==> config.mk <==
export PLATFORM = sky130hd
export DESIGN_NAME = control_fsm
export DESIGN_NICKNAME = d
export VERILOG_FILES = /design/src/logic/fcore_pkg.sv /design/src/logic/control_fsm.sv
export SDC_FILE = /design/constraint.sdc
export NUM_CORES = 1
export LEC_CHECK = 0
export BUFFER_PORTS_ARGS = -buffer_cell sky130_fd_sc_hd__buf_2
export CORE_AREA = 4 4 41 43
export CTS_BUF_LIST = sky130_fd_sc_hd__clkbuf_2 sky130_fd_sc_hd__clkbuf_4 sky130_fd_sc_hd__clkbuf_8
export CTS_CLUSTER_SIZE = 28
export DETAILED_ROUTE_END_ITERATION = 7
export DIE_AREA = 0 0 45 47
export HOLD_SLACK_MARGIN = 0.12
export PLACE_DENSITY_LB_ADDON = 0.08
export SLEW_MARGIN = 20
export SYNTH_ARGS = -nofsm -noshare
export SYNTH_HDL_FRONTEND = slang
export SYNTH_SLANG_ARGS = --single-unit
==> constraint.sdc <==
create_clock -name clock -period 1.65 [get_ports clock]
set_input_delay 0.33 -clock clock [delete_from_list [all_inputs] [get_ports clock]]
set_output_delay 0.33 -clock clock [all_outputs]
set_load 0.1 [all_outputs]
==> src/logic/fcore_pkg.sv <==
// Sequencer core shared types
`default_nettype none

package fcore_pkg;

    localparam int WORD_WIDTH = 32;
    localparam int OPCODE_WIDTH = 5;
    localparam int PC_WIDTH = 10;
    localparam int CHANNEL_WIDTH = 8;

    typedef logic [WORD_WIDTH-1:0] word_t;
    typedef logic [PC_WIDTH-1:0] pc_t;
    typedef logic [CHANNEL_WIDTH-1:0] channel_t;

    // Only the codes that change sequencing are named
    // Every other value is an ordinary instruction
    typedef enum logic [OPCODE_WIDTH-1:0] {
        OP_LDC  = 5'd12,
        OP_EFI  = 5'd14,
        OP_STOP = 5'd15
    } opcode_t;

    typedef struct packed {
        word_t instr;
        channel_t channel;
        pc_t pc;
    } issue_t;

    typedef struct packed {
        pc_t address;
        word_t data;
    } prog_write_t;

    // The opcode sits in the low bits of the first word
    function automatic opcode_t opcode_of(word_t word);
        return opcode_t'(word[OPCODE_WIDTH-1:0]);
    endfunction

endpackage

`default_nettype wire
==> src/logic/control_fsm.sv <==
// Sequencer control FSM
`timescale 1ns/1ps
`default_nettype none

module control_fsm (
    input  logic               clock,
    input  logic               reset,
    input  logic               run,
    input  fcore_pkg::opcode_t opcode,
    input  logic               last_channel,
    input  logic               overrun,
    input  logic               can_accept,
    input  logic               empty,
    input  logic               efi_done,
    output logic               restart,
    output logic               step,
    output logic               issue_fire,
    output logic               efi_start,
    output logic               write_enable_allowed,
    output logic               done,
    output logic               fault,
    output logic               busy
);
    import fcore_pkg::*;

    typedef enum logic [2:0] {
        IDLE,
        WAIT_LOAD,
        RUN,
        EFI_CALL,
        DRAIN,
        FAULT
    } state_t;

    state_t state;
    state_t next_state;
    logic start_call;
    logic finish;

    always_comb begin
        next_state = state;
        restart = 1'b0;
        step = 1'b0;
        issue_fire = 1'b0;
        start_call = 1'b0;
        finish = 1'b0;
        case (state)
            IDLE: begin
                if (run) begin
                    restart = 1'b1;
                    next_state = WAIT_LOAD;
                end
            end
            // Gives the program store one cycle to present the new pc
            WAIT_LOAD: next_state = RUN;
            RUN: begin
                if (overrun) begin
                    next_state = FAULT;
                end else if (opcode == OP_STOP) begin
                    next_state = DRAIN;
                end else if (opcode == OP_EFI) begin
                    start_call = 1'b1;
                    next_state = EFI_CALL;
                end else if (can_accept) begin
                    issue_fire = 1'b1;
                    step = 1'b1;
                    if (last_channel) begin
                        next_state = WAIT_LOAD;
                    end
                end
            end
            EFI_CALL: begin
                // The unit answers no earlier than the cycle after its start pulse
                if (efi_done && !efi_start) begin
                    step = 1'b1;
                    next_state = last_channel ? WAIT_LOAD : RUN;
                end
            end
            DRAIN: begin
                if (empty) begin
                    finish = 1'b1;
                    next_state = IDLE;
                end
            end
            FAULT: next_state = FAULT;
            default: next_state = IDLE;
        endcase
    end

    always_ff @(posedge clock) begin
        if (reset) begin
            state <= IDLE;
            efi_start <= 1'b0;
            done <= 1'b0;
        end else begin
            state <= next_state;
            efi_start <= start_call;
            done <= finish;
        end
    end

    assign write_enable_allowed = (state == IDLE);
    assign busy = (state != IDLE);
    assign fault = (state == FAULT);

endmodule

`default_nettype wire

Word-level counts from Yosys, hierarchy flattened
Index checks and enable logic that the tools add are counted.
Widths: inputs -> output; s select.

storage, ports and cells
  input bits = 13
  flip-flop bits (word level) = 5

operators by class
  bitwise logic cells = 2
  eq/ne operators = 12
  multiplexer cells = 21
  reductions and logical operators = 7

operators by type and width
  kind                number
  $mux 3              8
  $pmux 3 s6          1
  $eq 5x4->1 const B  2
  $mux 1              10
  $ne 5x5->1 const B  2
  $eq 3x2->1 const B  2
  $eq 3x3->1 const B  2
  $ne 2x2->1 const B  3
  $reduce_and 5->1    1
  $reduce_or 4->1     1
  $eq 3x1->1 const B  1
  $logic_not 3->1     1
  $reduce_bool 3->1   1
  $mux 2              1
  $not 1->1           2
  $pmux 1 s2          1
  $reduce_or 2->1     1
  $logic_and 1x1->1   1
  $logic_not 1->1     1

Longest topological paths before layout
Gate-level depths: netlist of the first run.

  depth after elaboration = 6
  depth in mapped cells = 5

Least setup slack after synthesis of the first run
No wires, ideal clock.

  kind = register to output
  from = reg state[2]
  to = out restart
  path buffers = 1
  stages on the path, launching flop included = 5
  arrival = 2740 ps
  data required time = 1320 ps
  path slack = -1420 ps
  cell sequence = dfxtp_1 > buf_4 > or3_2 > inv_1 > and2_1

on the way
  longest elaborated chain between the ends = 2

ends and longest elaborated chain
  what                      RTL line           text
  start: declaration        control_fsm.sv:35  state_t state;
  start signal: assignment  control_fsm.sv:96  state <= next_state;
  $logic_not 3->1           -
  via write_enable_allowed  control_fsm.sv:19  output logic write_enable_allowed,
  $mux 1                    control_fsm.sv:47  case (state)
  end: declaration          control_fsm.sv:15  output logic restart,

The timed path passes the listed nets, and every way through them passes these cells.

Final worst setup path of the first run
  from = reg state[2]
  to = out step

on the way
  longest elaborated chain between the ends = 2
  elaborated cells on any way between the ends = 3
  those cells by class = eq/ne: 2; mux: 1

ends and longest elaborated chain
  what              RTL line           text
  $eq 3x2->1        control_fsm.sv:47
  $pmux 1 s2 (*)    control_fsm.sv:47
  end: declaration  control_fsm.sv:16  output logic step,

Every way passes the cells marked *; elsewhere a longest branch is shown, timed or not.

==> impl_metrics.csv, run 1 <==
group,metric,value,unit
run_status,outcome,"finished with violations",
run_status,violations,"negative setup slack",
floorplan,chipWidth,45,um
layout,num-fill-cells,118,
layout,diodes,0,
layout,final_cell_mix,"14 x buf_2, 7 x buf_4, 5 x buf_12",
layout,design_area,698,um^2
floorplan,coreArea,1300,um^2
yosys,syn-cell-area,390,um^2
route,wirelength,996,um
route,first_pass_iters,2,
setup_path,worstSetupPathType,"flop to output port",
clock_network,cts_tree,"yes",
place,gp_congestion,0.729,
place,dp.cells,79,
min_path,hold_class,"input pin to flop",
setup_path,path_buf_inv,1,
power,ir_worst_vdd,0.518,mV
sta,slew_headroom,67.9,%
route,post_drt_wl_per_cell,11.3,um
power,pwr-share-clk,13.7,%
power,p_seq_share,16.2,%
sta,final-setup-viol-count,3,
power,swShare,49.2,%
yosys,synth_cells,43,
floorplan,dieArea,2120,um^2
power,power_switching,560,uW
global_route,antenna_found_initial,0,
sta,finClkSkew,0.270,ps
global_route,grt_max_degree,9,
sta,layout_setup_ws,-86.3,ps
clock_network,numCtsBuffers,3,
setup_path,startpoint_type,"flop",
layout,fin_cells,88,
sta,rsz0062_at_grt,"yes",
setup_path,cp_data_required_time,1320,ps
global_route,grt_usage,11.1,%
setup_path,crit_family,"simple AND/OR/NAND/NOR gates",
setup_path,crit_arrival,1410,ps
clock_network,cts_sinks,5,
yosys,ys_seq_area_share,25.6,%
global_route,busiest_layer,"met2",
yosys,synth.distinct_cells,30,
setup_path,path_cells,"nor4b_4, and3_4, a31o_4, buf_12",
global_route,gr-usage-met2,18.1,%
flow_run,maxCapViolations,0,
floorplan,rows,13,
route,drtIter0Drc,2,
yosys,avgSynthCellArea,9.08,um^2
route,vias,436,
layout,nNetsFinal,87,
place,place_hpwl,813,um
layout,multiInputGateArea,290,um^2
sta,fin_crit,1740,ps
sta,period_share,105,%
floorplan,die_h,47,um
clock_network,htreeDepth,1,
global_route,use_met3,4.98,%
floorplan,start_util,30.0,%
yosys,syn_nets,56,
global_route,overflow,0,
setup_path,crit_path_max_fanout,5,
layout,syn_to_final_growth,78.8,%
sta,tightest_slew,484,ps
clock_network,cts_root_buffer,"clkbuf_4",
global_route,grt_util_met1,13.2,%
sta,fmax,576,MHz
place,dpl_cell_area,617,um^2
power,combPwrFrac,70.1,%
power,power.leakage,0.303,nW
clock_network,clkSlewWorstSetupHoldPaths,40,ps
sta,slew_viol_final,0,
clock_network,cts_buffer_depth,2,
setup_path,end_kind,"output port",
place,dp_slack,17.5,ps
global_route,grt_pass1_vias,396,
sta,hold_viol_final,0,
yosys,ys_ff_latch,5,
route,ant_nets,0,
setup_path,critPathMaxStageDelay,360,ps
clock_network,hold_buffers,0,
clock_network,insertion_delay,240,ps
global_route,grt_pass1_wl,1700,um
setup_path,cp_slowest_cell,"dfxtp_4",
yosys,ys_warn_count,0,
power,power_density,1630,nW/um^2
layout,final_common_cell,"buf_2",
route,drc,0,
layout,final_layout_size_suffix_gt1_share,65.8,%
power,p_int,577,uW
place,io_buffers,20,
layout,ff_latch_area,110,um^2
floorplan,io_pins,21,
route,routed_via_density,4.95,
[metrics by stage]
step	setup TNS [ps]	hold WS (ps)	utilization [%]	total power [mW]
after floorplan	-626	395	-	0.701
after global placement	0	515	47.4	0.901
after detailed placement	0	511	47.4	0.903
after CTS	-274	316	51.5	1.09
after global routing	-400	323	53.7	1.19
final	-169	316	53.7	1.14
[routing by layer]
layer	up-vias	share of wire (%)
li1	226	-
met1	195	45
met2	15	44
met3	0	11
met4	0	0
met5	-	0
[Yosys cell counts]
library cell	n	area, um^2
buf_4	1	7.51
a211oi_1	1	7.51
o21bai_1	1	7.51
and4b_1	1	10.0
and2_1	1	6.26
and3_2	1	7.51
a21o_2	1	8.76
nand3b_1	2	15.0
a31oi_1	1	6.26
a21o_1	1	7.51
inv_1	3	11.3
nand2b_1	3	18.8
a21oi_1	1	5.00
nand2b_2	1	8.76
nand4b_1	1	8.76
or3_2	1	7.51
nand3_2	1	10.0
a21boi_0	1	7.51
and4_1	1	8.76
nor2_1	2	7.51
a32oi_2	1	16.3
dfxtp_1	5	100
a311oi_2	1	15.0
nor4b_4	1	23.8
and3b_2	2	20.0
nand3_1	1	5.00
nand4_1	1	6.26
a31o_2	1	8.76
nor4_1	1	6.26
nand2_1	3	11.3
[logic make-up after synthesis]
logic type	synth area share, %
and+or+nand+nor	46.5
DFF	25.6
AOI/OAI and AO/OA	23.1
buffers and inverters	4.81
[area by class of cell]
class                   instances  share of cell area [%]
multi-input cells              34                    41.6
clock buffers                   4                    4.30
inverters                       3                    2.15
repair buffers                 27                    33.5
well taps                      15                    2.69
flip-flops and latches          5                    15.8
[sequential cells by signal, summed over array words and instances (netlist names)]
register and count:
done 1, efi_start 1, state 3
[what timing repair did]
action,4_1_cts,5_1_grt
gates cloned,0,0
gates resized for setup,4,2
setup endpoints to repair,5,4
pin swaps,2,2
buffers inserted,2,3
[power groups by stage]
stage	logic, mW	clock network, mW	registers [mW]
2_1_floorplan	0.522	0	0.179
3_3_place_gp	0.718	0	0.184
3_5_place_dp	0.719	0	0.184
4_1_cts	0.741	0.162	0.184
5_1_grt	0.833	0.173	0.187
6_report	0.797	0.156	0.184
[final timing paths]
kind	end	start	slack, ps	depth (start not counted)
max reg2reg	state[1]	state[2]	210	5
max	step	state[2]	-90	4
min	state[0]	reset	320	2
min reg2reg	done	state[1]	470	1
Power figures use the tool's default switching activity.
==> run 2: changes to the inputs <==
--- a/config.mk
+++ b/config.mk
@@ -6,11 +6,11 @@
 export NUM_CORES = 1
 export LEC_CHECK = 0
 export BUFFER_PORTS_ARGS = -buffer_cell sky130_fd_sc_hd__buf_2
-export CORE_AREA = 4 4 41 43
+export CORE_MARGIN = 4
+export CORE_UTILIZATION = 25
 export CTS_BUF_LIST = sky130_fd_sc_hd__clkbuf_2 sky130_fd_sc_hd__clkbuf_4 sky130_fd_sc_hd__clkbuf_8
 export CTS_CLUSTER_SIZE = 28
 export DETAILED_ROUTE_END_ITERATION = 7
-export DIE_AREA = 0 0 45 47
 export HOLD_SLACK_MARGIN = 0.12
 export PLACE_DENSITY_LB_ADDON = 0.08
 export SLEW_MARGIN = 20
==> impl_metrics.csv, run 2 (synthesized netlist as in run 1, its figures left out) <==
group,metric,value,unit
floorplan,rows,13,
layout,final_layout_size_suffix_gt1_share,64.8,%
place,io_buffers,20,
layout,final_common_cell,"buf_2",
power,pwr-share-clk,14.8,%
clock_network,cts_buffer_depth,2,
route,routed_via_density,5.01,
layout,reg_top3,"state x3, done x1, efi_start x1",
global_route,grt_pass1_wl,1700,um
layout,ff_latch_area,108,um^2
setup_path,reg2reg_slack,130,ps
global_route,grt_max_degree,9,
route,drtIter0Drc,0,
power,power.leakage,0.291,nW
run_status,violations,"negative setup slack",
global_route,antenna_found_initial,0,
place,gp_congestion,0.737,
place,place_hpwl,831,um
layout,syn_to_final_growth,73.4,%
layout,diodes,0,
sta,final-setup-viol-count,2,
sta,tightest_slew,485,ps
setup_path,crit_path_max_fanout,6,
floorplan,dieArea,2260,um^2
setup_path,end_kind,"output port",
power,swShare,50.3,%
power,power_switching,549,uW
layout,nNetsFinal,85,
sta,fin_crit,1730,ps
clock_network,insertion_delay,250,ps
min_path,hold_end,"state[1]",
setup_path,worstReg2RegEnd,"state[1]",
floorplan,start_util,28.2,%
global_route,grt_pass1_vias,400,
layout,design_area,677,um^2
route,first_pass_iters,1,
layout,final_cell_mix,"14 x buf_2, 6 x buf_4, 5 x buf_12",
sta,finClkSkew,7.86,ps
route,post_drt_wl_per_cell,11.7,um
setup_path,r2r_start,"state[2]",
power,power_density,1610,nW/um^2
route,drc,0,
sta,fmax,576,MHz
min_path,worstHoldStart,"reset",
run_status,outcome,"finished with violations",
clock_network,clkSlewWorstSetupHoldPaths,50,ps
floorplan,coreArea,1380,um^2
min_path,holdPathStages,2,
flow_run,maxCapViolations,0,
place,dpl_cell_area,624,um^2
setup_path,worstSetupPathType,"flop to output port",
sta,rsz0062_at_grt,"yes",
place,dp_slack,56.9,ps
setup_path,startpoint_type,"flop",
sta,period_share,105,%
sta,slew_viol_final,0,
route,ant_nets,0,
layout,regMostFlops,"state",
floorplan,die_h,47.5,um
setup_path,cp_data_required_time,1320,ps
power,p_seq_share,16.5,%
route,vias,431,
global_route,overflow,0,
floorplan,chipWidth,47.5,um
clock_network,htreeDepth,1,
power,ir_worst_vdd,0.682,mV
min_path,hold_class,"input pin to flop",
sta,layout_setup_ws,-84.9,ps
clock_network,cts_sinks,5,
layout,largest_register_ffs,3,
power,p_int,542,uW
route,wirelength,1010,um
clock_network,cts_tree,"yes",
setup_path,crit_arrival,1400,ps
global_route,grt_usage,11.8,%
sta,slew_headroom,67.9,%
layout,num-fill-cells,139,
setup_path,reg2regPathDepth,6,
floorplan,io_pins,21,
clock_network,numCtsBuffers,3,
power,combPwrFrac,68.7,%
layout,multiInputGateArea,290,um^2
clock_network,cts_root_buffer,"clkbuf_4",
sta,hold_viol_final,0,
run 2: cell count changes in the layout (fill, tap and decap cells not counted):
cell | previous run | this run
buf_4 | 7 | 6
buf_6 | 1 | 0
dfxtp_2 | 2 | 3
dfxtp_4 | 2 | 1
run 2: final cells by class:
type,instances,area share (%)
tap,15,2.77
clock buffer,4,4.44
multi-input combinational,34,42.9
inverter,3,2.22
sequential,5,15.9
timing repair buffer,25,31.8
run 2: worst max-delay path, stage by stage, from the launching register on:
cell        delay (ps)
dfxtp_2            350
or3_4              410
clkinvlp_4         100
and2_4             140
buf_12             160
run 2: metal layers:
metal | routed length [um] | track usage (%)
met1 | 410 | 12.7
met2 | 454 | 16.6
met3 | 89 | 3.38
met4 | 53 | 14.9
met5 | 0 | 0
run 2: how the worst max path moves through the flow:
stage | start | endpoint | slack [ps] | cells after the start
3_5_place_dp | overrun | step | 60 | 5
6_report | state[0] | restart | -80 | 4
2_1_floorplan | state[2] | restart | -440 | 4
4_1_cts | state[2] | step | -100 | 4
5_1_grt | state[2] | step | -170 | 4
3_3_place_gp | overrun | step | 60 | 5
run 2: timing repair:
item / in CTS / in global routing
setup endpoints to repair: 4 / 5
buffers inserted: 2 / 0
pin swaps: 1 / 0
hold buffers: 0 / 0
resized for setup: 2 / 3
run 2: power by group through the flow:
stage | clock (mW) | combinational (mW) | sequential, mW
after global routing | 0.179 | 0.788 | 0.187
final | 0.162 | 0.749 | 0.180
after CTS | 0.169 | 0.745 | 0.178
after floorplan | 0 | 0.522 | 0.179
after global placement | 0 | 0.734 | 0.183
after detailed placement | 0 | 0.730 | 0.180
run 2: per-stage QoR:
| step | TNS (ps) | hold WS (ps) | instances | utilization (%) | power, mW |
|---|---|---|---|---|---|
| finish | -169 | 315 | 86 | 49.0 | 1.09 |
| global route | -395 | 310 | 86 | 49.0 | 1.15 |
| CTS | -201 | 315 | 86 | 48.7 | 1.09 |
| detailed placement | 0 | 513 | 80 | 45.2 | 0.910 |
| global placement | 0 | 519 | 80 | 45.2 | 0.917 |
| floorplan | -626 | 395 | 43 | - | 0.701 |
