File: src/logic/fcore_pkg.sv
// Sequencer core shared types
`default_nettype none

package fcore_pkg;

    localparam int WORD_WIDTH = 32;
    localparam int OPCODE_WIDTH = 5;
    localparam int PC_WIDTH = 10;
    localparam int CHANNEL_WIDTH = 8;

    typedef logic [WORD_WIDTH-1:0] word_t;
    typedef logic [PC_WIDTH-1:0] pc_t;
    typedef logic [CHANNEL_WIDTH-1:0] channel_t;

    // Only the codes that change sequencing are named
    // Every other value is an ordinary instruction
    typedef enum logic [OPCODE_WIDTH-1:0] {
        OP_LDC  = 5'd12,
        OP_EFI  = 5'd14,
        OP_STOP = 5'd15
    } opcode_t;

    typedef struct packed {
        word_t instr;
        channel_t channel;
        pc_t pc;
    } issue_t;

    typedef struct packed {
        pc_t address;
        word_t data;
    } prog_write_t;

    // The opcode sits in the low bits of the first word
    function automatic opcode_t opcode_of(word_t word);
        return opcode_t'(word[OPCODE_WIDTH-1:0]);
    endfunction

endpackage

`default_nettype wire
File: src/logic/channel_sequencer.sv
// Program and channel counters
`timescale 1ns/1ps
`default_nettype none

module channel_sequencer #(
    parameter int PROGRAM_DEPTH = 1024
) (
    input  logic                clock,
    input  logic                reset,
    input  logic                restart,
    input  logic                step,
    input  fcore_pkg::opcode_t  opcode,
    input  fcore_pkg::channel_t n_channels,
    input  fcore_pkg::pc_t      program_size,
    output fcore_pkg::pc_t      pc,
    output fcore_pkg::channel_t channel,
    output logic                last_channel,
    output logic                overrun
);
    import fcore_pkg::*;

    localparam logic [PC_WIDTH:0] LAST_ADDRESS = (PC_WIDTH + 1)'(PROGRAM_DEPTH - 1);

    logic [PC_WIDTH:0] next_pc;
    logic past_end;

    assign last_channel = (channel == channel_t'(n_channels - 1'b1));

    // One extra bit catches a step past the top of the program store
    assign next_pc = {1'b0, pc} + ((opcode == OP_LDC) ? (PC_WIDTH + 1)'(2)
                                                      : (PC_WIDTH + 1)'(1));

    assign overrun = past_end || (pc >= program_size);

    always_ff @(posedge clock) begin
        if (reset || restart) begin
            pc <= '0;
            channel <= '0;
            past_end <= 1'b0;
        end else if (step) begin
            if (last_channel) begin
                channel <= '0;
                if (next_pc > LAST_ADDRESS) begin
                    pc <= pc_t'(LAST_ADDRESS);
                    past_end <= 1'b1;
                end else begin
                    pc <= pc_t'(next_pc);
                end
            end else begin
                channel <= channel + 1'b1;
            end
        end
    end

endmodule

`default_nettype wire

File: config.mk
export PLATFORM = sky130hd
export DESIGN_NAME = channel_sequencer
export DESIGN_NICKNAME = d
export VERILOG_FILES = /design/src/logic/fcore_pkg.sv /design/src/logic/channel_sequencer.sv
export SDC_FILE = /design/constraint.sdc
export NUM_CORES = 1
export LEC_CHECK = 0
export ABC_AREA = 0
export BUFFER_PORTS_ARGS = -buffer_cell sky130_fd_sc_hd__buf_4
export CORE_UTILIZATION = 51
export CTS_BUF_LIST = sky130_fd_sc_hd__clkbuf_4 sky130_fd_sc_hd__clkbuf_8 sky130_fd_sc_hd__clkbuf_16
export DETAILED_ROUTE_END_ITERATION = 7
export GPL_ROUTABILITY_DRIVEN = 0
export HOLD_SLACK_MARGIN = 0.03
export PLACE_DENSITY = 0.91
export SLEW_MARGIN = 10
export SYNTH_ARGS = -nofsm -noshare
export SYNTH_HDL_FRONTEND = slang
export SYNTH_SLANG_ARGS = --single-unit
File: constraint.sdc
create_clock -name clock -period 3.3 [get_ports clock]
set_clock_uncertainty 0.2 [all_clocks]
set_input_delay 0.165 -clock clock [delete_from_list [all_inputs] [get_ports clock]]
set_output_delay 0.165 -clock clock [all_outputs]
set_load 0.02 [all_outputs]
**Yosys cells after proc, flatten, opt, wreduce, memory -nomap -nowiden**

Index checks and enable logic that the tools add are counted.

- Register bits: 19
- Input port bits: 27
- Output and inout bits: 20
- Logic and storage cells: 17

- Add/subtract/negate cells: 3
- $lt $le $gt $ge: 2
- Equal/unequal tests: 2
- Multiplexer cells: 3
- Reduce and logical (&&, ||, !) cells: 4

Operators by type and width:

| operator | number |
|---|---|
| $add 10x2->11 | 1 |
| $gt 11x10->1 const B | 1 |
| $ge 10x10->1 | 1 |
| $mux 10 | 1 |
| $add 8x1->8 const B | 1 |
| $eq 8x8->1 | 1 |
| $mux 8 | 1 |
| $sub 8x1->8 const B | 1 |
| $eq 5x4->1 const B | 1 |
| $reduce_and 3->1 | 1 |
| $logic_or 1x1->1 | 2 |
| $mux 2 | 1 |
| $reduce_and 2->1 | 1 |

**Longest topological paths before layout**

Gate-level depths: netlist of run 1.

- Depth in word-level cells: 5
- Depth in mapped cells: 10
- Mapped depth without buffers: 10

**Worst setup path after synthesis of run 1**

No wires, ideal clock.

- Kind: input-to-reg
- Start: input opcode[1]
- End: register pc[5]
- Library setup time: 0.141 ns
- Data arrival time: 2.194 ns
- Data required time: 2.959 ns
- Setup slack: 0.765 ns
- Stages on the path: 8
- Buffers on the path: 0
- Path through: or4_1 ha_1 fa_1 and3_1 nand4_1 or2_2 nor4b_2 a211oi_1

- Word-level cells in the longest chain between the ends: 5

RTL lines:

| element | RTL line | RTL |
|---|---|---|
| from (decl) | channel_sequencer.sv:12 | `input fcore_pkg::opcode_t opcode,` |
| $eq 5x4->1 * | channel_sequencer.sv:30 | `assign next_pc = {1'b0, pc} + ((opcode == OP_LDC) ? (PC_WIDTH + 1)'(2)` |
| $mux 2 * | channel_sequencer.sv:30 |  |
| $add 10x2->11 * | channel_sequencer.sv:30 |  |
| $gt 11x10->1 | channel_sequencer.sv:43 | `if (next_pc > LAST_ADDRESS) begin` |
| $mux 10 * | channel_sequencer.sv:43 |  |
| to (signal assigned) | channel_sequencer.sv:44 | `pc <= pc_t'(LAST_ADDRESS);` |
| to (signal assigned) | channel_sequencer.sv:47 | `pc <= pc_t'(next_pc);` |
| to (decl) | channel_sequencer.sv:15 | `output fcore_pkg::pc_t pc,` |

Every way passes the cells marked *; elsewhere a longest branch is shown, timed or not.
A chain may end at the register's enable or synchronous reset.

**Worst setup path in the final report of run 1**

- Start: register channel[3]
- End: output last_channel

- Word-level cells in the longest chain between the ends: 1

RTL lines:

| element | RTL line | RTL |
|---|---|---|
| from (decl) | channel_sequencer.sv:16 | `output fcore_pkg::channel_t channel,` |
| from (signal assigned) | channel_sequencer.sv:50 | `channel <= channel + 1'b1;` |
| $eq 8x8->1 | channel_sequencer.sv:27 | `assign last_channel = (channel == channel_t'(n_channels - 1'b1));` |
| to (decl) | channel_sequencer.sv:17 | `output logic last_channel,` |

No other way between the ends.

==> results.md, run 1 <==
- Outcome: complete, but fails checks
- Failing checks: design-rule violations
- # clock sinks: 19
- Combinational power share: 0.189
- Worst slew pin tran: 626.7 ps
- Initial antenna violation count: 0
- Leakage power: 0.9066 nW
- Crit path kind: reg2out
- Post-Route WL: ~3.6 mm
- Fin. max-slew vios: 0
- Die footprint: 3236 sq um
- Synth async-reset ratio: 0
- Crit path time final: 2681 ps
- Global-route congestion overflow total: 0
- IO Count: 47
- Core area: ~2800 sq um
- Worst Path Arrival: 2320 ps
- Worst hold margin: 121.1 ps
- Layout Cell Area excl Fill: 1951 sq um
- Root buffer selected by CTS: clkbuf_4
- Yosys warnings: 0
- Area grow syn2layout: 26.95%
- Global-route wire length before repair: 6.272 mm
- Switching power total: approximately 0.11 mW
- Post-synth top flop: dfxtp_1
- Die extent in y: 56.89 um
- IR Drop Worst-Case VDD: roughly 240 uV
- Fraction of final layout cells with drive strength greater than 1: 0.2664
- Remaining antenna violation count: 0
- Distinct cells, synth: between 40 and 50
- Register area share after synthesis: 0.2476
- Int Power: 0.3277 mW
- Power after layout: 0.4391 mW
- RSZ-0062 raised after global routing: no
- Part of the power in the clock network: 0.283
- Count of instances resized after the clock tree is built: 0
- DRC marker count from the first detailed-route iteration: 66
- Seq cells post-synth: 19
- Instance area at placement: 1891 sq um
- Class of the worst hold path: in2reg
- Relative slew margins: 0.5797
- WP data required: slightly below 3000 ps
- Portion of total power attributed to sequential cells: 0.528
- Worst-skew pair later-pin latency: 290 ps
- Number of enable-type register cells in the synthesized netlist: 0
- Post-synthesis net count: 222
- CP max FO: 7
- Total DRC errors in the routed layout: 6
- Maximum number of pins on one net before global-route repair: 19
- Most frequently used cell type in the post-synthesis netlist: dfxtp_1
- Die Span X: about 57 um
- Post-detailed-route via-to-cell ratio: between 5 and 6
- TritonCTS clock tree: yes
- Post-route fraction of the period consumed by the critical path: 0.8125
- Peak Freq: 373.0 MHz
- Mean routed wirelength per cell: 13.99 um
- Port buffer count: 46
- Library cell occupying the most area in the post-synthesis netlist: dfxtp_1
- Final hold viol count: 0
- Post-synthesis instance area: 1536 sq um
- Vias in the first global route: 1417
- Inserted Clock Buffers: 3
- Average footprint of a synthesized cell: between 8 and 9 sq um
- Effective utilization at floorplan: 0.5477
- Synthesized instance count: 180
- Hold buffers post-CTS: 3
- Final setup TNS: 0 ps
- Detailed-placement wirelength estimate: 2.785 mm
- First drt pass iteration count: 6
- Number of nets in the layout: between 200 and 300
- Number of maximum-capacitance violations: 0
- Reg-to-reg slack, setup: ~700 ps
- Post-CTS setup buffer count: 0
- GRT Total Usage: 0.2403
- Via total after detailed routing: around 1600
- Final antenna diode count: 0
- Final setup viols: 0
- Maximum number of buffers from clock root to sink: 2
- Synth area leaders: dfxtp_1 (25%), ha_1 (11%), xor2_1 (4.6%)
- Level count of the clock H-tree: 1
- Share of the synthesized area in the top cell type: 0.2476
- Clock-pin transition on the worst setup and hold timing paths: 110 ps
- Share of total power consumed by net switching: 0.2535
- Worst Setup Start Kind: register
- Most numerous cell types in the synthesized netlist: dfxtp_1 (19), inv_1 (17), ha_1 (14)
- Cell row count: 19
- Endpoint type of the worst setup path: output port
- Cell area power density: about 230 nW/um^2
- Final design utilization: 0.6954
-- cell usage in the layout (no fill, tap or decap), drive strengths merged, types with 3 or more instances in the layout --
master	n
a311oi	5
xnor2	7
buf	46
ha	14
a41oi	3
a31oi	6
nor2	6
or4	4
nand2b	4
inv	17
and2	3
nand3	11
dlygate4sd3	3
a21o	4
and3	4
o21ai	4
nand4	3
a211oi	5
clkbuf	4
xor2	8
nor3	13
nand2	10
dfxtp	19
or2	3
-- final timing paths --
check / from / to / cells past startpoint
setup reg to reg: channel[3] / pc[6] / 6
hold reg to reg: past_end / past_end / 1
hold / removal: restart / pc[9] / 4
setup / recovery: channel[3] / last_channel / 6
-- per-stage QoR --
step,worst slack (ps),cells
detailed placement,495.1,253
global placement,542.1,253
CTS,608.9,260
finish,618.8,260
floorplan,765.0,180
global route,446.1,260
-- sequential cells by signal, summed over array words and instances, names as in the netlist --
register  count
channel       8
pc           10
past_end      1
-- cells by family (layout without fill, tap and decap cells) --
| logic type | after synthesis | after routing | share of synthesized area |
|---|---|---|---|
| DFF | 19 | 19 | 0.2476 |
| muxes | 1 | 1 | 0.006515 |
| buffers and inverters | 21 | 70 | 0.06107 |
| and+or+nand+nor | 71 | 71 | 0.2761 |
| xor gates and xnor gates | 15 | 15 | 0.08551 |
| adders and majority gates | 15 | 15 | 0.1270 |
| AOI/OAI and AO/OA | 38 | 38 | 0.1963 |
-- power groups by stage --
stage | registers [mW] | logic [mW] | clock network [mW]
after floorplan | 0.238 | 0.0450 | 0
after global placement | 0.237 | 0.0776 | 0
after detailed placement | 0.237 | 0.0799 | 0
after CTS | 0.232 | 0.0827 | 0.127
after global routing | 0.232 | 0.0921 | 0.136
final | 0.232 | 0.0828 | 0.124
-- area by class of cell --
cell class | count | area, sq um
sequential | 19 | 380.4
fill | 241 | 854.6
tap | 31 | 38.79
timing repair buffer | 49 | 375.4
clock buffer | 4 | 30.03
multi-input combinational | 140 | 1062
inverter | 17 | 63.81
-- critical path: stages (launching register included) --
cell and delay [ps]:
dfxtp_1 460, xnor2_1 170, xnor2_1 110, or4_4 550, a211o_2 370, nor2_1 190
buf_4 180
-- metal layers --
metal	wire (um)	vias up	global-route usage	share of wire
li1	-	777	-	-
met3	172	4	0.03226	0.047
met4	31	0	0.05923	0.0085
met5	0	-	0	0
met1	1645	725	0.3305	0.45
met2	1788	49	0.3950	0.49
No activity file was read; power rests on OpenSTA's default activity.
==> run 2, diff against run 1 <==
- CORE_UTILIZATION: 51 -> 46
- PLACE_DENSITY: 0.91 -> 0.88
- clock period: 3.3 -> 2.3 ns (I/O delays scaled with it)
==> run 2 against run 1 <==
The run ends with negative setup slack left. Non-clock buffer count grew 23. Power grew 53%. Cell count grew 14%. Via count grew 10%.
==> results.md, run 2 (same netlist as run 1, synthesis figures left out) <==
- Outcome: complete, but fails checks
- Failing checks: negative setup slack
- Die Span X: 59.80 um
- DRC marker count from the first detailed-route iteration: 84
- Clock-pin transition on the worst setup and hold timing paths: 120 ps
- Critical Path Most Common Cell: buf_4
- IR Drop Worst-Case VDD: about 300 uV
- Via total after detailed routing: 1716
- Relative slew margins: 0.5666
- Worst-case reg-to-reg path depth: 8
- IO Count: 47
- Worst r2r src: channel[3]
- Most frequent cells in the layout: buf_4 (65), inv_1 (17), dfxtp_1 (15)
- Initial antenna violation count: 0
- Die extent in y: 59.80 um
- Setup ws final: -94.05 ps
- Final design utilization: 0.7266
- Reg2Reg Capture Point: pc[8]
- Die footprint: 3575 sq um
- Post-detailed-route via-to-cell ratio: 5.797
- # clock sinks: 19
- Worst Setup Start Kind: register
- Cell with the largest stage delay on the worst path: or4_4
- Mean routed wirelength per cell: between 15 and 20 um
- Fraction of final layout cells with drive strength greater than 1: 0.3929
- Worst hold path cell count: 4
- Core area: 3103 sq um
- WP data required: 2330 ps
- Crit path kind: reg2reg
- Global-route wire length before repair: 6.844 mm
- Peak Freq: 417.7 MHz
- Post-route fraction of the period consumed by the critical path: 1.041
- Endpoint type of the worst setup path: register
- Number of flip-flops under the largest register name: 10
- TritonCTS clock tree: yes
- Final setup TNS: -1000 ps
- Biggest regs: pc (10), channel (8), past_end (1)
- Number of nets in the layout: 295
- Area grow syn2layout: 46.74%
- GRT Total Usage: 0.2544
- Cell row count: 20
- Effective utilization at floorplan: 0.4952
- Power after layout: 0.6722 mW
- Vias in the first global route: 1588
- Pre-CTS setup slack: -168.2 ps
- Final antenna diode count: 0
- Most common library cell in the layout ignoring fill and taps: buf_4
- Count of placed standard cells including taps: 285
- Inserted Clock Buffers: 3
- Cell area power density: roughly 300 nW/um^2
- Final setup viols: 16
- Crit path time final: 2394 ps
- Detailed-placement wirelength estimate: 3.197 mm
- RSZ-0062 raised after global routing: yes
- First drt pass iteration count: 5
- List of cells traversed by the critical path: xnor2_2 -> xnor2_1 -> or4_4 -> buf_4 -> a2111oi_4 -> buf_4 -> a41oi_2 -> a311oi_1
- Number of maximum-capacitance violations: 0
- Global-route congestion overflow total: 0
- Start point of the critical path: channel[3]
- Worst min-delay path endpoint: pc[9]
- Class of the worst hold path: in2reg
- Worst Path Arrival: ~2400 ps
- Largest stage delay on the critical path: 560 ps
- Fin. max-slew vios: 0
- CP max FO: 6
- Largest reg by FF count: pc
- Worst slew pin tran: 645.4 ps
- Maximum number of buffers from clock root to sink: 2
- Final hold viol count: 0
- Remaining antenna violation count: 0
- Worst-skew pair later-pin latency: 310 ps
- Maximum number of pins on one net before global-route repair: 19
- Leakage power: 1.051 nW
- Port buffer count: 46
- Level count of the clock H-tree: 1
- Root buffer selected by CTS: clkbuf_4
- Post-Route WL: ~4.6 mm
- Total DRC errors in the routed layout: 0
- Reg-to-reg slack, setup: -90 ps
- Start point of the worst hold path: restart
- Post-layout instance count excluding filler cells: 296
==> run 2: cell types whose count changed in the layout (fill, tap and decap cells not counted), moves of 2 or more <==
cell and change:
a211oi_1 -2, buf_4 +19, buf_6 +4, dfxtp_1 -4
dfxtp_2 +4, o21ai_0 -2, o21ai_1 +2
==> run 2: worst max path at each step <==
| stage | to | slack [ps] | cells past startpoint |
|---|---|---|---|
| 2_1_floorplan | pc[5] | -40 | 8 |
| 3_3_place_gp | pc[5] | -40 | 9 |
| 3_5_place_dp | pc[7] | -170 | 10 |
| 4_1_cts | last_channel | -80 | 6 |
| 5_1_grt | pc[8] | -200 | 8 |
| 6_report | pc[8] | -90 | 8 |
==> run 2: what timing repair did <==
| item | in CTS | in global routing |
|---|---|---|
| hold buffers | 3 | 0 |
| buffers inserted | 2 | 2 |
| endpoints found under the setup margin | 3 | 19 |
| pin swaps | 9 | 11 |
| hold endpoints to repair | 4 | 0 |
| resized for setup | 11 | 6 |
==> run 2: power breakdown <==
| part | switching, mW | internal, mW | leakage (nW) |
|---|---|---|---|
| clock | 0.115 | 0.0795 | 0.0184 |
| sequential | 0.000908 | 0.330 | 0.155 |
| combinational | 0.0731 | 0.0731 | 0.878 |
==> run 2: worst max-delay path, delay by kind of cell (launching register included) <==
family / cells / cell delay (ps)
AO/OA/AOI/OAI: 3 / 570
XOR/XNOR: 2 / 270
buffers and inverters: 2 / 360
flip-flops: 1 / 350
AND/OR/NAND/NOR: 1 / 560
==> run 2: per-stage QoR <==
step	hold WS [ps]	instance area, sq um
final	48.83	2255
after global routing	77.18	2255
after CTS	57.41	2215
after detailed placement	212.0	2095
after global placement	207.9	2095
after floorplan	97.35	1582
==> run 2: cell type report <==
cell class,count,area (sq um)
multi-input combinational,140,1157
fill,225,848.3
timing repair buffer,72,563.0
sequential,19,385.4
inverter,17,63.81
tap,44,55.05
clock buffer,4,30.03
==> run 2: layer usage <==
metal / part of all wire / wire length [um] / vias up / track usage
met4: 0.017 / 79 / 0 / 0.08638
met1: 0.42 / 1920 / 805 / 0.3197
li1: - / - / 819 / -
met5: 0 / 0 / - / 0
met2: 0.50 / 2277 / 80 / 0.4429
met3: 0.060 / 274 / 12 / 0.03463
