### config.mk
export PLATFORM = sky130hd
export DESIGN_NAME = issue_stage
export DESIGN_NICKNAME = d
export VERILOG_FILES = /design/src/logic/fcore_pkg.sv /design/src/logic/issue_stage.sv
export SDC_FILE = /design/constraint.sdc
export NUM_CORES = 1
export LEC_CHECK = 0
export BUFFER_PORTS_ARGS = -buffer_cell sky130_fd_sc_hd__buf_2
export CAP_MARGIN = 20
export CORE_MARGIN = 2
export CORE_UTILIZATION = 40
export CTS_BUF_LIST = sky130_fd_sc_hd__clkbuf_8
export DETAILED_ROUTE_END_ITERATION = 7
export PLACE_DENSITY = 0.77
export SLEW_MARGIN = 10
export SYNTH_ARGS = -nofsm -noshare
export SYNTH_HDL_FRONTEND = slang
export SYNTH_SLANG_ARGS = --single-unit
export TNS_END_PERCENT = 10
### constraint.sdc
create_clock -name clock -period 5.61 [get_ports clock]
set_input_delay 1.4025 -clock clock [delete_from_list [all_inputs] [get_ports clock]]
set_output_delay 1.4025 -clock clock [all_outputs]
set_load 0.01 [all_outputs]
### src/logic/fcore_pkg.sv
// Sequencer core shared types
`default_nettype none

package fcore_pkg;

    localparam int WORD_WIDTH = 32;
    localparam int OPCODE_WIDTH = 5;
    localparam int PC_WIDTH = 10;
    localparam int CHANNEL_WIDTH = 8;

    typedef logic [WORD_WIDTH-1:0] word_t;
    typedef logic [PC_WIDTH-1:0] pc_t;
    typedef logic [CHANNEL_WIDTH-1:0] channel_t;

    // Only the codes that change sequencing are named
    // Every other value is an ordinary instruction
    typedef enum logic [OPCODE_WIDTH-1:0] {
        OP_LDC  = 5'd12,
        OP_EFI  = 5'd14,
        OP_STOP = 5'd15
    } opcode_t;

    typedef struct packed {
        word_t instr;
        channel_t channel;
        pc_t pc;
    } issue_t;

    typedef struct packed {
        pc_t address;
        word_t data;
    } prog_write_t;

    // The opcode sits in the low bits of the first word
    function automatic opcode_t opcode_of(word_t word);
        return opcode_t'(word[OPCODE_WIDTH-1:0]);
    endfunction

endpackage

`default_nettype wire
### src/logic/issue_stage.sv
// Issue stream output register
`timescale 1ns/1ps
`default_nettype none

module issue_stage (
    input  logic                clock,
    input  logic                reset,
    input  logic                fire,
    input  fcore_pkg::word_t    instr,
    input  fcore_pkg::word_t    operand,
    input  fcore_pkg::channel_t channel,
    input  fcore_pkg::pc_t      pc,
    output fcore_pkg::issue_t   issue,
    output logic                issue_valid,
    input  logic                issue_ready,
    output logic                can_accept,
    output logic                empty,
    output fcore_pkg::word_t    load_data
);
    import fcore_pkg::*;

    // A new item may enter while the held one leaves in the same cycle
    assign can_accept = !issue_valid || issue_ready;
    assign empty = !issue_valid;

    always_ff @(posedge clock) begin
        if (reset) begin
            issue_valid <= 1'b0;
        end else if (fire) begin
            issue_valid <= 1'b1;
        end else if (issue_ready) begin
            issue_valid <= 1'b0;
        end
    end

    always_ff @(posedge clock) begin
        if (fire) begin
            issue.instr <= instr;
            issue.channel <= channel;
            issue.pc <= pc;
            // The constant stays published until the next LDC
            if (opcode_of(instr) == OP_LDC) begin
                load_data <= operand;
            end
        end
    end

endmodule

`default_nettype wire

# Word level (Yosys, flattened, before mapping)
# Index checks and enable logic that the tools add are counted.
# word_totals
input_bits	86
ff_bits	83
out_inout_bits	85
# op_classes
mux	2
n_reduce_logical	4
n_eq_ne	1
# ops
operator	count
$eq 5x4->1 const B	1
$mux 1	2
$reduce_and 2->1	1
$reduce_bool 2->1	1
$logic_not 1->1	1
$logic_or 1x1->1	1

# Depth between registers and ports, before layout
# Gate-level depths: netlist (run 1).
# logic_depth
ltp_word	2
depth_mapped	2
depth_no_buf	2

# Least setup slack after synthesis (run 1)
# No wires, ideal clock.
# synth_timing
path_kind	input to register
start	in instr[4]
end	reg load_data[0] (enable)
required_ns	5.194
cell_stages	2
t_arrival_ns	2.842
setup_ns	0.416
path_slack_ns	2.352
path_cell_list	nand4b_1 nor3_2
# synth_via
elab_chain_cells	2
# synth_rtl
item	line_no	source
from (decl)	issue_stage.sv:9	input fcore_pkg::word_t instr,
$eq 5x4->1	issue_stage.sv:42	if (opcode_of(instr) == OP_LDC) begin
$reduce_and 2->1 (no source line)	--	
to (signal assigned)	issue_stage.sv:43	load_data <= operand;
to (decl)	issue_stage.sv:18	output fcore_pkg::word_t load_data
# Every way passes these cells.
# A chain may end at the register's enable or synchronous reset.

# Worst setup path after layout (run 1)
# layout_timing
start	in issue_ready
end	out can_accept
# layout_via
elab_chain_cells	1
# layout_rtl
item	line_no	source
from (decl)	issue_stage.sv:15	input logic issue_ready,
$logic_or 1x1->1	issue_stage.sv:23	assign can_accept = !issue_valid || issue_ready;
to (decl)	issue_stage.sv:16	output logic can_accept,
# Every way passes these cells.

==> results.tsv, run 1 <==
metric	value	unit
post-CTS setup buffer count	0	
Req. time, crit path	4210	ps
Clock Skews	0	ps
clk root buf	clkbuf_8	
initial antenna violation count	0	
Tot GR Track Use	14.8	%
P_leak	1.59	nW
leading area contributor after synthesis	edfxtp_1	
worst skew pair latency	320	ps
fraction of registers with async set/reset	0	%
EDFF count, synth	82	
fin crit share	56.4	%
r2r startpoint	issue_valid	
Clock Sink Count	83	
WS Path Type	in2out	
CTS H-tree depth	3	
synth top area cells	edfxtp_1 97%, dfxtp_1 0.79%, nand2b_4 0.54%	
Finished Cell Area	0.00369	sq mm
setup TNS	0	ps
most common flop cell mapped by yosys	edfxtp_1	
multi-input logic area	47.5	sq um
FF/Latch Area	0.00248	sq mm
outcome	complete, no violations	
gr ovfl total	0	
number of fill cells in the layout	491	
Hold Crit Start	issue_valid	
TritonCTS Buffers	9	
Core Area	0.00603	sq mm
P&R area growth vs syn	45.9	%
final worst path period need	3170	ps
# diodes	0	
hold_buf cts	0	
Slew HR	59.1	%
Peak VDD IR	0.000199	V
proportion of layout cells with a drive suffix above 1	68.0	%
post-CTS resize count	0	
CTS clk-pin slew, worst paths	70	ps
Die W	83.6	um
top-count cell post-synth	edfxtp_1	
data arrival time of the worst path	1760	ps
max-cap viol count	0	
synth warn	0	
TritonRoute pass-1 iters	4	
DRC	0	
Vias	1544	
Final Wtd Congestion	0.724	
Max FO, Critical Path	2	
vias in the first global route	1563	
final net count	358	
PortBufs	170	
max incr delay on CP	140	ps
crit path cell chain	buf_2 -> nand2b_4 -> buf_2	
maximum clock path buffer count	2	
Initial Utilization	42.0	%
hold crit path type	reg2reg	
total chip power	1.24	mW
Avg Cell Area, Syn	28.4	sq um
Core Rows	28	
worst slew pin tran	613	ps
launch point of the critical path	issue_ready	
register area share after synthesis	98.1	%
RSZ-0062 raised after global routing	false	
Synth Instances	89	
final WL	5170	um
CP Launch Type	primary input	
Power Density	335	mW/mm^2
Syn Std Cell Area	0.00253	sq mm
# setup viols final	0	
slowest CP cell	buf_2	
DIE HEIGHT	83.6	um
die area	0.00698	sq mm
Cell Area, Placed	0.00350	sq mm
final hold viol count	0	
Yosys top cell area share	97.3	%
Fin Hold WS	517	ps
CTS tree	done	
first-pass GRT wire length	7680	um
commonest cells in the netlist	82 x edfxtp_1, 2 x inv_1	
Syn Nets	175	
vias per cell	4.41	
CP dominant cell by count	buf_2	
post-route ant nets	0	
largest net degree at the start of global routing	52	
nature of the critical path endpoint	primary output	
Distinct cells, synth	7	
routed length per instance	14.8	um
Slew Viols, Final	0	
Ports	171	
f_max	316	MHz
Synth Register Bits	83	
drt initial violations	36	
[sequential cells by signal (all words and copies together), names as in the netlist]
register	flops
issue_valid	1
load_data	32
issue	50
[where the power goes]
group          switching, mW  internal [mW]
combinational         0.0469         0.0429
sequential           0.00774          0.717
clock                  0.180          0.242
[routing by layer]
layer,track usage [%],up-vias,share of wire [%]
met5,0,-,0
met2,23.5,127,46
li1,-,719,-
met3,8.31,8,15
met4,7.92,0,1.5
met1,15.8,690,37
[area by class of cell]
type                       count  area share [%]
sequential                    83            67.2
multi-input combinational      4            1.29
clock inverter                 5            1.96
tap                           75            2.54
clock buffer                   9            3.35
timing repair buffer         172            23.4
inverter                       2           0.203
[cell families after synthesis]
group / count (synthesis) / share of synthesized area (%)
compound gates: 1 / 0.346
buf+inv: 2 / 0.297
flops: 83 / 98.1
simple gates: 3 / 1.29
[stage by stage]
stage               cells  setup WS (ps)  utilization (%)
floorplan              89           2350                -
CTS                   350           2440             61.3
detailed placement    336           2440             58.0
finish                350           2440             61.3
global route          350           2430             61.3
global placement      336           2450             58.0
[placed cells by master (no fill, tap or decap)]
master     netlist  layout
inv_1            2       4
buf_2            0     170
edfxtp_1        82      82
bufinv_16        0       2
a21oi_2          1       1
nand2b_4         1       1
clkinv_2         0       1
nor3_4           0       1
nand4b_1         1       1
dfxtp_1          1       1
buf_4            0       2
clkbuf_8         0       9
[worst max-delay path: cells and delay by family]
| kind | cells | cell delay [ps] |
|---|---|---|
| buf+inv | 2 | 230 |
| simple gates | 1 | 130 |
[worst paths after layout]
check                              endpoint  slack (ps)  cells after the start
worst min-delay path            issue_valid         520                      2
worst max-delay path             can_accept        2440                      3
worst max register to register  issue_valid        4960                      2
worst min register to register  issue_valid         520                      2
Power figures use the tool's default switching activity.
==> run 2: changes to the inputs <==
==> constraint.sdc (replaced) <==
create_clock -name clock -period 3 [get_ports clock]
set_input_delay 0.75 -clock clock [delete_from_list [all_inputs] [get_ports clock]]
set_output_delay 0.75 -clock clock [all_outputs]
set_load 0.01 [all_outputs]
==> run 2 against run 1 <==
Power up 89%; sequential share of layout area down 0.20 points; critical path depth unchanged; routed wire length up 1.4%; combinational power up 88%; largest cell class unchanged.
==> results.tsv, run 2 (synthesis gave the netlist of run 1 again) <==
metric	value	unit
outcome	complete, no violations	
hold endpoint	issue_valid	
Fin Hold WS	516	ps
worst slack, placed	1060	ps
r2r startpoint	issue_valid	
CTS H-tree depth	3	
DIE HEIGHT	83.6	um
Clock Skews	0	ps
P&R area growth vs syn	46.4	%
total chip power	2.34	mW
most frequent cells in the layout	170 x buf_2, 82 x edfxtp_1, 9 x clkbuf_8	
crit path cell chain	buf_2 -> nand2b_4 -> buf_2	
final hold viol count	0	
placed wire-length estimate	3970	um
delay-heaviest family, CP	buffers and inverters	
die area	0.00698	sq mm
CTS tree	done	
TritonCTS Buffers	9	
Core Rows	28	
# setup viols final	0	
r2r endpoint	issue_valid	
Max FO, Critical Path	2	
critical path depth	3	
Die W	83.6	um
data arrival time of the worst path	1130	ps
hold_buf cts	0	
max-cap viol count	0	
vias in the first global route	1547	
maximum clock path buffer count	2	
Cells after DPL	336	
gr ovfl total	0	
worst setup margin	1120	ps
nature of the critical path endpoint	primary output	
final worst path period need	1880	ps
max incr delay on CP	140	ps
largest net degree at the start of global routing	52	
Finished Cell Area	0.00370	sq mm
first-pass GRT wire length	7750	um
Initial Utilization	42.0	%
Buf+Inv Stages, Crit Path	2	
Power Density	632	mW/mm^2
setup TNS	0	ps
vias per cell	4.32	
worst slew pin tran	621	ps
post-CTS resize count	0	
Final Wtd Congestion	0.749	
multi-input logic area	47.5	sq um
worst skew pair latency	330	ps
FF/Latch Area	0.00248	sq mm
Tot GR Track Use	15.1	%
Layout Utilization	61.5	%
final net count	358	
most common cell after layout, fill and taps aside	buf_2	
PortBufs	170	
number of fill cells in the layout	478	
Hold Crit Start	issue_valid	
fin cells	352	
Slew HR	58.6	%
Clock Sink Count	83	
TritonRoute pass-1 iters	4	
worst hold stages	2	
proportion of layout cells with a drive suffix above 1	67.9	%
Largest regs	issue: 50 flops, load_data: 32 flops, issue_valid: 1 flops	
RSZ-0062 raised after global routing	false	
WS Path Type	in2out	
f_max	533	MHz
Core Area	0.00603	sq mm
DRC	0	
Slew Viols, Final	0	
Req. time, crit path	2250	ps
max FFs per register	50	
slowest CP cell	nand2b_4	
P_leak	1.59	nW
Vias	1522	
setup slack, reg-to-reg	2360	ps
post-route ant nets	0	
Ports	171	
largest register by flop count	issue	
post-CTS setup buffer count	0	
CTS clk-pin slew, worst paths	70	ps
drt initial violations	72	
initial antenna violation count	0	
clk root buf	clkbuf_8	
Cell Area, Placed	0.00350	sq mm
hold crit path type	reg2reg	
# diodes	0	
routed length per instance	14.9	um
final WL	5250	um
worst r2r path cells	2	
Peak VDD IR	0.000393	V
CP Launch Type	primary input	
CP dominant cell by count	buf_2	
fin crit share	62.5	%
-- run 2: report_power, final --
group | switching [mW] | internal, mW | leakage, nW
sequential | 0.0144 | 1.34 | 0.786
clock | 0.358 | 0.458 | 0.105
combinational | 0.0886 | 0.0803 | 0.701
total | 0.461 | 1.88 | 1.59
-- run 2: final cells by class --
| type | instances | area share (%) |
|---|---|---|
| tap | 75 | 2.53 |
| clock inverter | 7 | 2.26 |
| inverter | 2 | 0.203 |
| sequential | 83 | 67.0 |
| clock buffer | 9 | 3.34 |
| timing repair buffer | 172 | 23.4 |
| multi-input combinational | 4 | 1.28 |
-- run 2: metal layers --
| layer | wire [um] | global-route usage (%) | vias to the layer above | share of wire, % |
|---|---|---|---|---|
| met2 | 2270 | 22.1 | 129 | 43 |
| met5 | 0 | 0 | - | 0 |
| met3 | 826 | 9.30 | 6 | 16 |
| met4 | 63 | 7.48 | 0 | 1.2 |
| met1 | 2080 | 17.5 | 666 | 40 |
| li1 | - | - | 721 | - |
-- run 2: how the worst max path moves through the flow --
stage,end,start
3_3_place_gp,load_data[10],instr[4]
4_1_cts,can_accept,issue_ready
6_report,can_accept,issue_ready
2_1_floorplan,load_data[0],instr[4]
3_5_place_dp,load_data[5],instr[4]
5_1_grt,can_accept,issue_ready
-- run 2: worst min-delay path, delay by kind of cell, from the launching register on --
family	cells	cell delay, ps
AO/OA/AOI/OAI	1	50
flip-flops	1	350
AND/OR/NAND/NOR	1	90
==> run 3: changes to the inputs <==
--- a/config.mk
+++ b/config.mk
@@ -8,7 +8,7 @@
 export BUFFER_PORTS_ARGS = -buffer_cell sky130_fd_sc_hd__buf_2
 export CAP_MARGIN = 20
 export CORE_MARGIN = 2
-export CORE_UTILIZATION = 40
+export CORE_UTILIZATION = 38
 export CTS_BUF_LIST = sky130_fd_sc_hd__clkbuf_8
 export DETAILED_ROUTE_END_ITERATION = 7
 export PLACE_DENSITY = 0.77
==> constraint.sdc (replaced) <==
create_clock -name clock -period 1.5 [get_ports clock]
set_input_delay 0.375 -clock clock [delete_from_list [all_inputs] [get_ports clock]]
set_output_delay 0.375 -clock clock [all_outputs]
set_load 0.01 [all_outputs]
==> run 3 against run 2 <==
Sequential share of layout area is 0.068 points higher; sequential power grew 100%; critical path depth is 1 lower; sequential cell count did not move; power up 91%; combinational power rose by 100%; final area is 0.10% lower; critical path type is now reg2out.
==> results.tsv, run 3 (synthesis gave the netlist of run 1 again) <==
metric	value	unit
DIE HEIGHT	85.6	um
max incr delay on CP	400	ps
hold_buf cts	0	
placed wire-length estimate	4060	um
worst hold stages	2	
WS Path Type	reg2out	
Vias	1548	
setup slack, reg-to-reg	870	ps
final net count	358	
vias in the first global route	1583	
outcome	complete, no violations	
proportion of layout cells with a drive suffix above 1	68.6	%
most frequent cells in the layout	170 x buf_2, 82 x edfxtp_1, 9 x clkbuf_8	
crit path cell chain	nand2b_4 -> buf_2	
maximum clock path buffer count	2	
CP Launch Type	flip-flop	
Core Rows	29	
post-route ant nets	0	
Clock Skews	0	ps
largest register by flop count	issue	
Slew Viols, Final	0	
final WL	5270	um
hold endpoint	issue_valid	
CTS H-tree depth	3	
r2r startpoint	issue_valid	
P&R area growth vs syn	46.2	%
Final Wtd Congestion	0.731	
TritonRoute pass-1 iters	3	
Die W	85.6	um
Initial Utilization	39.6	%
fin crit share	88.0	%
routed length per instance	14.9	um
PortBufs	170	
Clock Sink Count	83	
largest net degree at the start of global routing	52	
CTS clk-pin slew, worst paths	90	ps
TritonCTS Buffers	9	
CTS tree	done	
DRC	0	
worst setup margin	179	ps
FF/Latch Area	0.00248	sq mm
Peak VDD IR	0.000937	V
max-cap viol count	0	
final worst path period need	1320	ps
worst skew pair latency	350	ps
data arrival time of the worst path	950	ps
most common cell after layout, fill and taps aside	buf_2	
post-CTS setup buffer count	0	
Req. time, crit path	1120	ps
worst slack, placed	55.8	ps
die area	0.00733	sq mm
f_max	757	MHz
Largest regs	issue: 50 flops, load_data: 32 flops, issue_valid: 1 flops	
nature of the critical path endpoint	primary output	
# diodes	0	
first-pass GRT wire length	7500	um
Power Density	1210	mW/mm^2
worst r2r path cells	2	
# setup viols final	0	
Core Area	0.00639	sq mm
vias per cell	4.37	
final hold viol count	0	
Ports	171	
Fin Hold WS	169	ps
RSZ-0062 raised after global routing	false	
P_leak	1.58	nW
initial antenna violation count	0	
hold crit path type	in2reg	
max FFs per register	50	
gr ovfl total	0	
worst slew pin tran	255	ps
r2r endpoint	issue_valid	
Hold Crit Start	reset	
Max FO, Critical Path	3	
slowest CP cell	dfxtp_1	
clk root buf	clkbuf_8	
drt initial violations	61	
Tot GR Track Use	14.2	%
multi-input logic area	47.5	sq um
number of fill cells in the layout	511	
post-CTS resize count	0	
Slew HR	83.0	%
[run 3: metal layers]
| layer | share of wire, % | wire length [um] | global-route usage, % |
|---|---|---|---|
| met5 | 0 | 0 | 0 |
| met4 | 2.4 | 128 | 7.94 |
| met3 | 16 | 818 | 9.14 |
| met2 | 47 | 2470 | 21.7 |
| met1 | 35 | 1860 | 14.9 |
[run 3: metrics by stage]
stage	power (mW)	util, %	setup TNS [ps]	area (sq um)	instances
finish	4.47	58.0	0	3700	354
global route	4.62	58.0	0	3700	354
CTS	4.51	58.0	0	3700	354
detailed placement	3.11	55.2	0	3520	338
global placement	3.11	55.2	0	3520	338
floorplan	2.85	-	-9270	2540	89
[run 3: worst max-delay path: cells and delay by family (launching register included)]
kind | cells | cell delay (ps)
DFF | 1 | 400
buffers and inverters | 1 | 130
and+or+nand+nor | 1 | 70
[run 3: power by group]
part	switching (mW)	internal (mW)	total, mW
registers	0.0294	2.68	2.71
logic	0.179	0.165	0.344
clock network	0.805	0.608	1.41
[run 3: how the worst max path moves through the flow]
stage                            from            to  slack (ps)  cells past startpoint
final                     issue_valid    can_accept         180                      2
after global routing      issue_valid    can_accept         130                      2
after CTS                 issue_valid    can_accept         160                      2
after detailed placement     instr[4]  load_data[4]          60                      4
after global placement       instr[4]  load_data[3]          60                      4
after floorplan              instr[4]  load_data[0]        -290                      2
[run 3: layout make-up]
class | instances | share of cell area, %
Clock buffer | 9 | 3.35
Clock inverter | 7 | 1.42
Tap cell | 77 | 2.60
Multi-Input combinational cell | 4 | 1.28
Timing Repair Buffer | 172 | 24.1
Inverter | 2 | 0.203
Sequential cell | 83 | 67.1
